<file path="config.mk">
export PLATFORM = sky130hd
export DESIGN_NAME = controller
export DESIGN_NICKNAME = d
export VERILOG_FILES = /design/src/hw/ctrlPkg.sv /design/src/hw/controlWordGen.sv /design/src/hw/controller.sv /design/src/hw/instrDecoder.sv /design/src/hw/stateSequencer.sv
export SDC_FILE = /design/constraint.sdc
export NUM_CORES = 1
export LEC_CHECK = 0
export BUFFER_PORTS_ARGS = -buffer_cell sky130_fd_sc_hd__buf_2
export CAP_MARGIN = 40
export CORE_ASPECT_RATIO = 0.7
export CORE_MARGIN = 5
export CORE_UTILIZATION = 39
export DETAILED_ROUTE_END_ITERATION = 16
export PLACE_DENSITY = 0.72
export RECOVER_POWER = 25
export SLEW_MARGIN = 20
export SYNTH_ARGS = -nofsm -noshare
export SYNTH_HDL_FRONTEND = slang
export SYNTH_HIERARCHICAL = 1
export SYNTH_SLANG_ARGS = --single-unit
</file>
<file path="constraint.sdc">
create_clock -name clk -period 1.2 [get_ports clk]
set_input_delay 0.06 -clock clk [delete_from_list [all_inputs] [get_ports clk]]
set_output_delay 0.06 -clock clk [all_outputs]
set_load 0.05 [all_outputs]
</file>
<file path="src/hw/ctrlPkg.sv">
package ctrlPkg;

	localparam int wordWidth = 16;

	// select widths
	localparam int aluSelWidth = 3;
	localparam int wrAddrWidth = 3;
	localparam int wrDataWidth = 2;
	localparam int rdAddrWidth = 2;

	// instruction word fields
	localparam int opMsb = 15;
	localparam int opLsb = 12;
	localparam int raMsb = 11;
	localparam int raLsb = 9;
	localparam int rbMsb = 8;
	localparam int rbLsb = 6;
	localparam int condMsb = 1;
	localparam int condLsb = 0;

	localparam logic [2:0] pcRegIndex = 3'd7; // R7 is the PC

	typedef enum logic [4:0] {
		stIdle, stFetch, stDecode, stAluRR, stAluImm, stLoadImm,
		stLwAddr, stLwMem, stSwAddr, stSwMem, stBeqCmp, stBeqTake,
		stJalLink, stJalJump, stJlrLink, stJlrJump
	} ctrlState;

	typedef enum logic [3:0] {
		opAdd = 4'b0000,
		opAdi = 4'b0001,
		opNdu = 4'b0010,
		opLhi = 4'b0011,
		opLw  = 4'b0100,
		opSw  = 4'b0101,
		opJal = 4'b1000,
		opJlr = 4'b1001,
		opBeq = 4'b1100
	} opcode;

	typedef enum logic [1:0] {
		condAlways   = 2'b00,
		condZero     = 2'b01,
		condCarry    = 2'b10,
		condReserved = 2'b11
	} condCode;

	localparam logic [aluSelWidth-1:0] aluASrcReg     = 3'b000;
	localparam logic [aluSelWidth-1:0] aluASrcImm6    = 3'b001;
	localparam logic [aluSelWidth-1:0] aluASrcFetchPc = 3'b010;
	localparam logic [aluSelWidth-1:0] aluASrcZero    = 3'b100;
	localparam logic [aluSelWidth-1:0] aluASrcPc      = 3'b110;
	localparam logic [aluSelWidth-1:0] aluASrcPcAsReg = 3'b111;

	localparam logic [aluSelWidth-1:0] aluBSrcReg     = 3'b000;
	localparam logic [aluSelWidth-1:0] aluBSrcImm9    = 3'b001;
	localparam logic [aluSelWidth-1:0] aluBSrcImm6    = 3'b010;
	localparam logic [aluSelWidth-1:0] aluBSrcOne     = 3'b011;
	localparam logic [aluSelWidth-1:0] aluBSrcPcAsReg = 3'b111;

	localparam logic [wrAddrWidth-1:0] wrAddrRa = 3'b000;
	localparam logic [wrAddrWidth-1:0] wrAddrRb = 3'b001;
	localparam logic [wrAddrWidth-1:0] wrAddrRc = 3'b010;
	localparam logic [wrAddrWidth-1:0] wrAddrPc = 3'b011;

	localparam logic [wrDataWidth-1:0] wrDataImm = 2'b00;
	localparam logic [wrDataWidth-1:0] wrDataAlu = 2'b01;
	localparam logic [wrDataWidth-1:0] wrDataMem = 2'b11;

	localparam logic [rdAddrWidth-1:0] rdAddrRa = 2'b00;
	localparam logic [rdAddrWidth-1:0] rdAddrPc = 2'b01;

	localparam logic memAddrReg = 1'b0;
	localparam logic memAddrAlu = 1'b1;

endpackage

</file>
<file path="src/hw/controlWordGen.sv">
`timescale 1ns/1ps

module controlWordGen (
	input  ctrlPkg::ctrlState                  state,
	input  logic                               raIsPc,
	input  logic                               rbIsPc,
	output logic [ctrlPkg::aluSelWidth-1:0]    aluASel,
	output logic [ctrlPkg::aluSelWidth-1:0]    aluBSel,
	output logic                               memAddrSel,
	output logic                               memWdataSel,
	output logic [ctrlPkg::rdAddrWidth-1:0]    readAddrSel,
	output logic [ctrlPkg::wrAddrWidth-1:0]    writeAddrSel,
	output logic [ctrlPkg::wrDataWidth-1:0]    writeDataSel,
	output logic                               rfEn,
	output logic                               setCarry,
	output logic                               setZero,
	output logic                               addEnable,
	output logic                               memEn,
	output logic                               readWbar,
	output logic                               irWrite,
	output logic                               pcWrite
);

	import ctrlPkg::*;

	logic [aluSelWidth-1:0] aluARegSrc;
	logic [aluSelWidth-1:0] aluBRegSrc;

	// register operands naming R7 come from the PC path instead
	assign aluARegSrc = raIsPc ? aluASrcPcAsReg : aluASrcReg;
	assign aluBRegSrc = rbIsPc ? aluBSrcPcAsReg : aluBSrcReg;

	always_comb begin
		aluASel      = '0;
		aluBSel      = '0;
		memAddrSel   = 1'b0;
		memWdataSel  = 1'b0;
		readAddrSel  = '0;
		writeAddrSel = '0;
		writeDataSel = '0;
		rfEn         = 1'b0;
		setCarry     = 1'b0;
		setZero      = 1'b0;
		addEnable    = 1'b0;
		memEn        = 1'b0;
		readWbar     = 1'b0;
		irWrite      = 1'b0;
		pcWrite      = 1'b0;

		case (state)
			stFetch: begin
				memEn        = 1'b1;
				readWbar     = 1'b1;
				memAddrSel   = memAddrReg; // address from PC read port
				readAddrSel  = rdAddrPc;
				irWrite      = 1'b1;
				pcWrite      = 1'b1;
				rfEn         = 1'b1; // PC+1 back into R7
				writeAddrSel = wrAddrPc;
				writeDataSel = wrDataAlu;
				aluASel      = aluASrcFetchPc;
				aluBSel      = aluBSrcOne;
				addEnable    = 1'b1;
			end
			stDecode: begin
				readAddrSel = rdAddrRa;
			end
			stAluRR: begin
				rfEn         = 1'b1;
				setZero      = 1'b1;
				setCarry     = 1'b1;
				writeAddrSel = wrAddrRc;
				writeDataSel = wrDataAlu;
				aluASel      = aluARegSrc;
				aluBSel      = aluBRegSrc;
			end
			stAluImm: begin
				rfEn         = 1'b1;
				setZero      = 1'b1;
				setCarry     = 1'b1;
				writeAddrSel = wrAddrRb;
				writeDataSel = wrDataAlu;
				aluASel      = aluARegSrc;
				aluBSel      = aluBSrcImm6;
			end
			stLoadImm: begin
				rfEn         = 1'b1;
				writeAddrSel = wrAddrRa;
				writeDataSel = wrDataImm; // upper-immediate path
			end
			stLwAddr, stSwAddr: begin
				addEnable = 1'b1; // rb + imm6
				aluASel   = aluASrcImm6;
				aluBSel   = aluBRegSrc;
			end
			stLwMem: begin
				rfEn         = 1'b1;
				memEn        = 1'b1;
				readWbar     = 1'b1;
				memAddrSel   = memAddrAlu;
				writeAddrSel = wrAddrRa;
				writeDataSel = wrDataMem;
			end
			stSwMem: begin
				memEn       = 1'b1;
				readWbar    = 1'b0; // write cycle
				memAddrSel  = memAddrAlu;
				readAddrSel = rdAddrRa;
				memWdataSel = raIsPc;
			end
			stBeqCmp: begin
				// compare only, the datapath forms beqFlag
				aluASel = aluARegSrc;
				aluBSel = aluBRegSrc;
			end
			stBeqTake: begin
				rfEn         = 1'b1;
				addEnable    = 1'b1;
				writeAddrSel = wrAddrPc;
				writeDataSel = wrDataAlu;
				aluASel      = aluASrcPc;
				aluBSel      = aluBSrcImm6;
			end
			stJalLink: begin
				rfEn         = 1'b1;
				addEnable    = 1'b1;
				writeAddrSel = wrAddrRa; // return address
				writeDataSel = wrDataAlu;
				aluASel      = aluASrcPc;
				aluBSel      = aluBSrcOne;
			end
			stJalJump: begin
				rfEn         = 1'b1;
				addEnable    = 1'b1;
				writeAddrSel = wrAddrPc;
				writeDataSel = wrDataAlu;
				aluASel      = aluASrcPc;
				aluBSel      = aluBSrcImm9;
			end
			stJlrLink: begin
				rfEn         = 1'b1;
				addEnable    = 1'b1;
				writeAddrSel = wrAddrRa;
				writeDataSel = wrDataAlu;
				aluASel      = aluASrcPcAsReg;
				aluBSel      = aluBSrcOne;
			end
			stJlrJump: begin
				rfEn         = 1'b1;
				addEnable    = 1'b1;
				writeAddrSel = wrAddrPc;
				writeDataSel = wrDataAlu;
				aluASel      = aluASrcZero; // 0 + rb
				aluBSel      = aluBRegSrc;
			end
			default: begin
				// idle and unused codes keep the all-zero word
			end
		endcase
	end

endmodule

</file>
<file path="src/hw/controller.sv">
`timescale 1ns/1ps

module controller (
	input  logic                               clk,
	input  logic                               reset,
	input  logic [ctrlPkg::wordWidth-1:0]      ir,
	input  logic                               zeroFlag,
	input  logic                               carryFlag,
	input  logic                               beqFlag,
	output logic [ctrlPkg::aluSelWidth-1:0]    aluASel,
	output logic [ctrlPkg::aluSelWidth-1:0]    aluBSel,
	output logic                               memAddrSel,
	output logic                               memWdataSel,
	output logic [ctrlPkg::rdAddrWidth-1:0]    readAddrSel,
	output logic [ctrlPkg::wrAddrWidth-1:0]    writeAddrSel,
	output logic [ctrlPkg::wrDataWidth-1:0]    writeDataSel,
	output logic                               rfEn,
	output logic                               setCarry,
	output logic                               setZero,
	output logic                               addEnable,
	output logic                               memEn,
	output logic                               readWbar,
	output logic                               irWrite,
	output logic                               pcWrite
);

	import ctrlPkg::*;

	opcode    op;
	logic     execOk;
	logic     raIsPc;
	logic     rbIsPc;
	ctrlState state;

	instrDecoder decoder (
		.ir        (ir),
		.zeroFlag  (zeroFlag),
		.carryFlag (carryFlag),
		.op        (op),
		.execOk    (execOk),
		.raIsPc    (raIsPc),
		.rbIsPc    (rbIsPc)
	);

	stateSequencer sequencer (
		.clk     (clk),
		.reset   (reset),
		.op      (op),
		.execOk  (execOk),
		.beqFlag (beqFlag),
		.state   (state)
	);

	controlWordGen wordGen (
		.state        (state),
		.raIsPc       (raIsPc),
		.rbIsPc       (rbIsPc),
		.aluASel      (aluASel),
		.aluBSel      (aluBSel),
		.memAddrSel   (memAddrSel),
		.memWdataSel  (memWdataSel),
		.readAddrSel  (readAddrSel),
		.writeAddrSel (writeAddrSel),
		.writeDataSel (writeDataSel),
		.rfEn         (rfEn),
		.setCarry     (setCarry),
		.setZero      (setZero),
		.addEnable    (addEnable),
		.memEn        (memEn),
		.readWbar     (readWbar),
		.irWrite      (irWrite),
		.pcWrite      (pcWrite)
	);

endmodule

</file>
<file path="src/hw/instrDecoder.sv">
`timescale 1ns/1ps

module instrDecoder (
	input  logic [ctrlPkg::wordWidth-1:0] ir,
	input  logic                          zeroFlag,
	input  logic                          carryFlag,
	output ctrlPkg::opcode                op,
	output logic                          execOk,
	output logic                          raIsPc,
	output logic                          rbIsPc
);

	import ctrlPkg::*;

	condCode cond;
	logic    condMet;

	// illegal codes pass through, sequencer sorts them out
	assign op   = opcode'(ir[opMsb:opLsb]);
	assign cond = condCode'(ir[condMsb:condLsb]);

	always_comb begin
		case (cond)
			condAlways:   condMet = 1'b1;
			condZero:     condMet = zeroFlag;
			condCarry:    condMet = carryFlag;
			condReserved: condMet = 1'b0; // never executes
			default:      condMet = 1'b0;
		endcase
	end

	// only ADD and NDU carry a condition field
	always_comb begin
		case (op)
			opAdd, opNdu: execOk = condMet;
			default:      execOk = 1'b1;
		endcase
	end

	assign raIsPc = (ir[raMsb:raLsb] == pcRegIndex);
	assign rbIsPc = (ir[rbMsb:rbLsb] == pcRegIndex);

endmodule

</file>
<file path="src/hw/stateSequencer.sv">
`timescale 1ns/1ps

module stateSequencer (
	input  logic              clk,
	input  logic              reset,
	input  ctrlPkg::opcode    op,
	input  logic              execOk,
	input  logic              beqFlag,
	output ctrlPkg::ctrlState state
);

	import ctrlPkg::*;

	ctrlState nextState;

	always_ff @(posedge clk) begin
		if (reset) begin
			state <= stIdle;
		end else begin
			state <= nextState;
		end
	end

	always_comb begin
		nextState = stFetch; // most states end the instruction
		case (state)
			stIdle: begin
				nextState = stFetch;
			end
			stFetch: begin
				nextState = stDecode;
			end
			stDecode: begin
				case (op)
					opAdd, opNdu: begin
						// skipped conditional goes straight back
						nextState = execOk ? stAluRR : stFetch;
					end
					opAdi: begin
						nextState = stAluImm;
					end
					opLhi: begin
						nextState = stLoadImm;
					end
					opLw: begin
						nextState = stLwAddr;
					end
					opSw: begin
						nextState = stSwAddr;
					end
					opBeq: begin
						nextState = stBeqCmp;
					end
					opJal: begin
						nextState = stJalLink;
					end
					opJlr: begin
						nextState = stJlrLink;
					end
					default: begin
						nextState = stFetch; // illegal opcode
					end
				endcase
			end
			stLwAddr: begin
				nextState = stLwMem;
			end
			stSwAddr: begin
				nextState = stSwMem;
			end
			stBeqCmp: begin
				nextState = beqFlag ? stBeqTake : stFetch;
			end
			stJalLink: begin
				nextState = stJalJump;
			end
			stJlrLink: begin
				nextState = stJlrJump;
			end
			// second execute states and single execute states
			stAluRR, stAluImm, stLoadImm, stLwMem, stSwMem,
			stBeqTake, stJalJump, stJlrJump: begin
				nextState = stFetch;
			end
			default: begin
				nextState = stIdle; // unused encodings
			end
		endcase
	end

endmodule

</file>
==> results.py <==
metrics = {
    "logic_synthesis": {
        "yosysWarnings": 6,
        "synth-seq-cells": 4,
        "ys.flop_type": "dfxtp_1",
        "synth_seq_area_share_pct": 8.779,
        "synth_edf_count": 0,
        "syn_area_um2": 912.1,
        "async_flop_share_pct": 0,
        "syn_avg_cell_area_um2": 6.707,
        "yosysUniqueCellTypes": 46,
        "syn_inst": 136,
    },
    "setup_path": {
        "path_class": "reg2out",
        "critPathMaxStageDelay_ps": 380,
        "cp_cell_sequence": "buf_8 -> buf_8 -> nor2b_4 -> nand4_1 -> o21a_1 -> nor2_4 -> buf_8",
        "cp_slowest_cell": "dfxtp_4",
        "required_ps": 1140,
        "crit_family": "buffers and inverters",
        "arrival_ps": 1630,
        "worst-path-buf-inv": 3,
        "crit_top_cell": "buf_8",
        "worst-path-max-fanout": 6,
        "start_kind": "flip-flop",
        "crit_path_end_kind": "output port",
    },
    "power": {
        "ir_drop_mv": 0.7877,
        "p_leak_nw": 0.8411,
        "p_total_mw": 1.338,
        "powerDensity_nw_per_um2": 649.6,
    },
    "grt": {
        "busiest_layer": "met2",
        "grt_antenna_before_repair": 0,
        "grt_max_degree": 13,
        "gr-total-overflow": 0,
        "grt_usage_pct": 28.63,
        "grt_pass1_wl_mm": 7.258,
        "grt_use_met1_pct": 34.52,
        "grtUsageMet2_pct": 49.60,
        "grt_use_met3_pct": 4.911,
        "grt_pass1_vias": 1389,
    },
    "finish": {
        "most-common-layout-cells": "buf_6 (33), buf_4 (31), buf_2 (16)",
        "syn2layout_area_growth_pct": 125.8,
        "mostFrequentLayoutCell": "buf_6",
        "largest_reg_flops": 4,
        "drive_above_1_share_pct": 73.91,
        "fin_nets": 229,
        "largest_register": "sequencer/state",
        "n_antenna_cell": 0,
        "reg_top3": "sequencer/state x4",
    },
    "cts": {
        "root_buffer": "clkbuf_4",
        "hold_buffers": 0,
        "cts_tree": "done",
        "h-tree-depth": 1,
        "clockBufferDepth": 2,
        "cts_num_sinks": 4,
        "worstSkewPairLatency_ps": 260,
        "cts_made_buffers": 3,
        "clk_pin_slew_ps": 60,
    },
    "routing": {
        "wirelength_mm": 5.870,
        "drtPass1Iterations": 5,
        "viasPerCell": 6.444,
        "drtIter0Drc": 214,
        "ant_nets": 0,
        "wl_per_cell_um": 24.56,
        "drc": 0,
        "vias": 1540,
    },
    "floorplanning": {
        "dieArea_um2": 3421,
        "dieWidth_um": 67.80,
        "coreArea_um2": 2190,
        "rows": 14,
        "initial_utilization_pct": 41.66,
        "die_y_um": 50.46,
        "ios": 44,
    },
    "place": {
        "dpl.hpwl_mm": 2.365,
        "place.gp.congestion": 0.8323,
        "portBuffers": 37,
    },
    "sta": {
        "tns_ps": -8801,
        "worst_slew_pin_slew_ps": 488.9,
        "relSlewSlack_pct": 67.16,
        "finalCriticalPeriod_ps": 1694,
        "fmax_ghz": 0.5904,
        "timing.final.crit_share_pct": 141.1,
        "rsz0062_at_grt": "yes",
        "drv_slew": 0,
        "timing.final.ws_setup_ps": -493.8,
        "clock-skew-final_ps": 19.15,
        "finalHoldViolCount": 0,
        "setup_viol": 25,
    },
    "run": {
        "cap_violations": 0,
    },
    "outcome": {
        "outcome": "finished with violations",
        "violations": "negative setup slack",
    },
    "min_path": {
        "hp-class": "in2reg",
    },
}
## layout make-up
type | instances | area [um2]
clock buffer | 4 | 26.28
fill | 66 | 130.1
inverter | 8 | 40.04
multi-input combinational | 105 | 1079
sequential | 4 | 95.09
tap | 32 | 40.04
timing repair buffer | 86 | 779.5
## kinds of logic after synthesis
logic type      Yosys count  synth area share (%)
other cells               2                0.8234
buf+inv                  28                 19.75
simple gates             56                 34.57
xor+xnor                  2                 1.921
flops                     4                 8.780
mux                       1                 1.097
compound gates           43                 33.06
## power breakdown
group          switching (mW)  internal [mW]
combinational           0.562          0.401
clock                  0.0814          0.126
sequential             0.0271          0.140
total                   0.670          0.668
## path summary, 6_finish.rpt
check | start | endpoint | slack [ps] | cells after the start
worst max register to register | sequencer/state[0] | sequencer/state[1] | -360 | 5
worst max-delay path | sequencer/state[2] | aluASel[0] | -490 | 7
worst min register to register | sequencer/state[1] | sequencer/state[1] | 800 | 3
worst min-delay path | reset | sequencer/state[2] | 40 | 2
## synth_stat cells, types with 2 or more instances
library cell  instances  area share [%]
and3_1                4             2.7
conb_1                2            0.82
o21a_1                2             1.6
dfxtp_1               4             8.8
nand2_1               9             3.7
a31oi_1               4             2.7
a2111oi_2             2             3.3
nand3_1               5             2.7
nor3_1                8             4.4
a21o_1                2             1.6
buf_2                 3             1.6
nor2_1                9             3.7
buf_4                13              11
or3_1                 2             1.4
buf_6                 3             3.7
nor2b_1               2             1.4
xnor2_1               2             1.9
nand2b_1              4             2.7
nor4b_1               2             1.9
a21oi_1              14             7.7
a211oi_1              2             1.6
o21ai_0               6             3.3
inv_1                 8             3.3
nor4_1                2             1.4
## timing repair
action,CTS,global route
buffers inserted,8,6
cloned,0,0
endpoints found under the setup margin,25,25
pin swaps,5,16
resized for setup,84,36
## per-stage QoR
| stage | utilization (%) | std cells | instance area, um2 | setup slack (ps) | hold slack (ps) |
|---|---|---|---|---|---|
| 5_1_grt | 94.06 | 239 | 2059 | -546.8 | 42.54 |
| 2_1_floorplan | - | 137 | 1199 | -470.7 | 119.4 |
| 3_3_place_gp | 68.91 | 222 | 1509 | -231.6 | 268.7 |
| 4_1_cts | 86.29 | 234 | 1889 | -399.7 | 2.261 |
| 3_5_place_dp | 68.91 | 222 | 1509 | -268.0 | 269.4 |
| 6_report | 94.06 | 239 | 2059 | -493.8 | 39.01 |
## per-layer routing
layer  up-vias  part of all wire (%)
met3        46                    11
li1        627                     -
met1       716                    36
met5         -                     0
met4         0                   7.1
met2       151                    46
(Power assumes the default switching activity.)
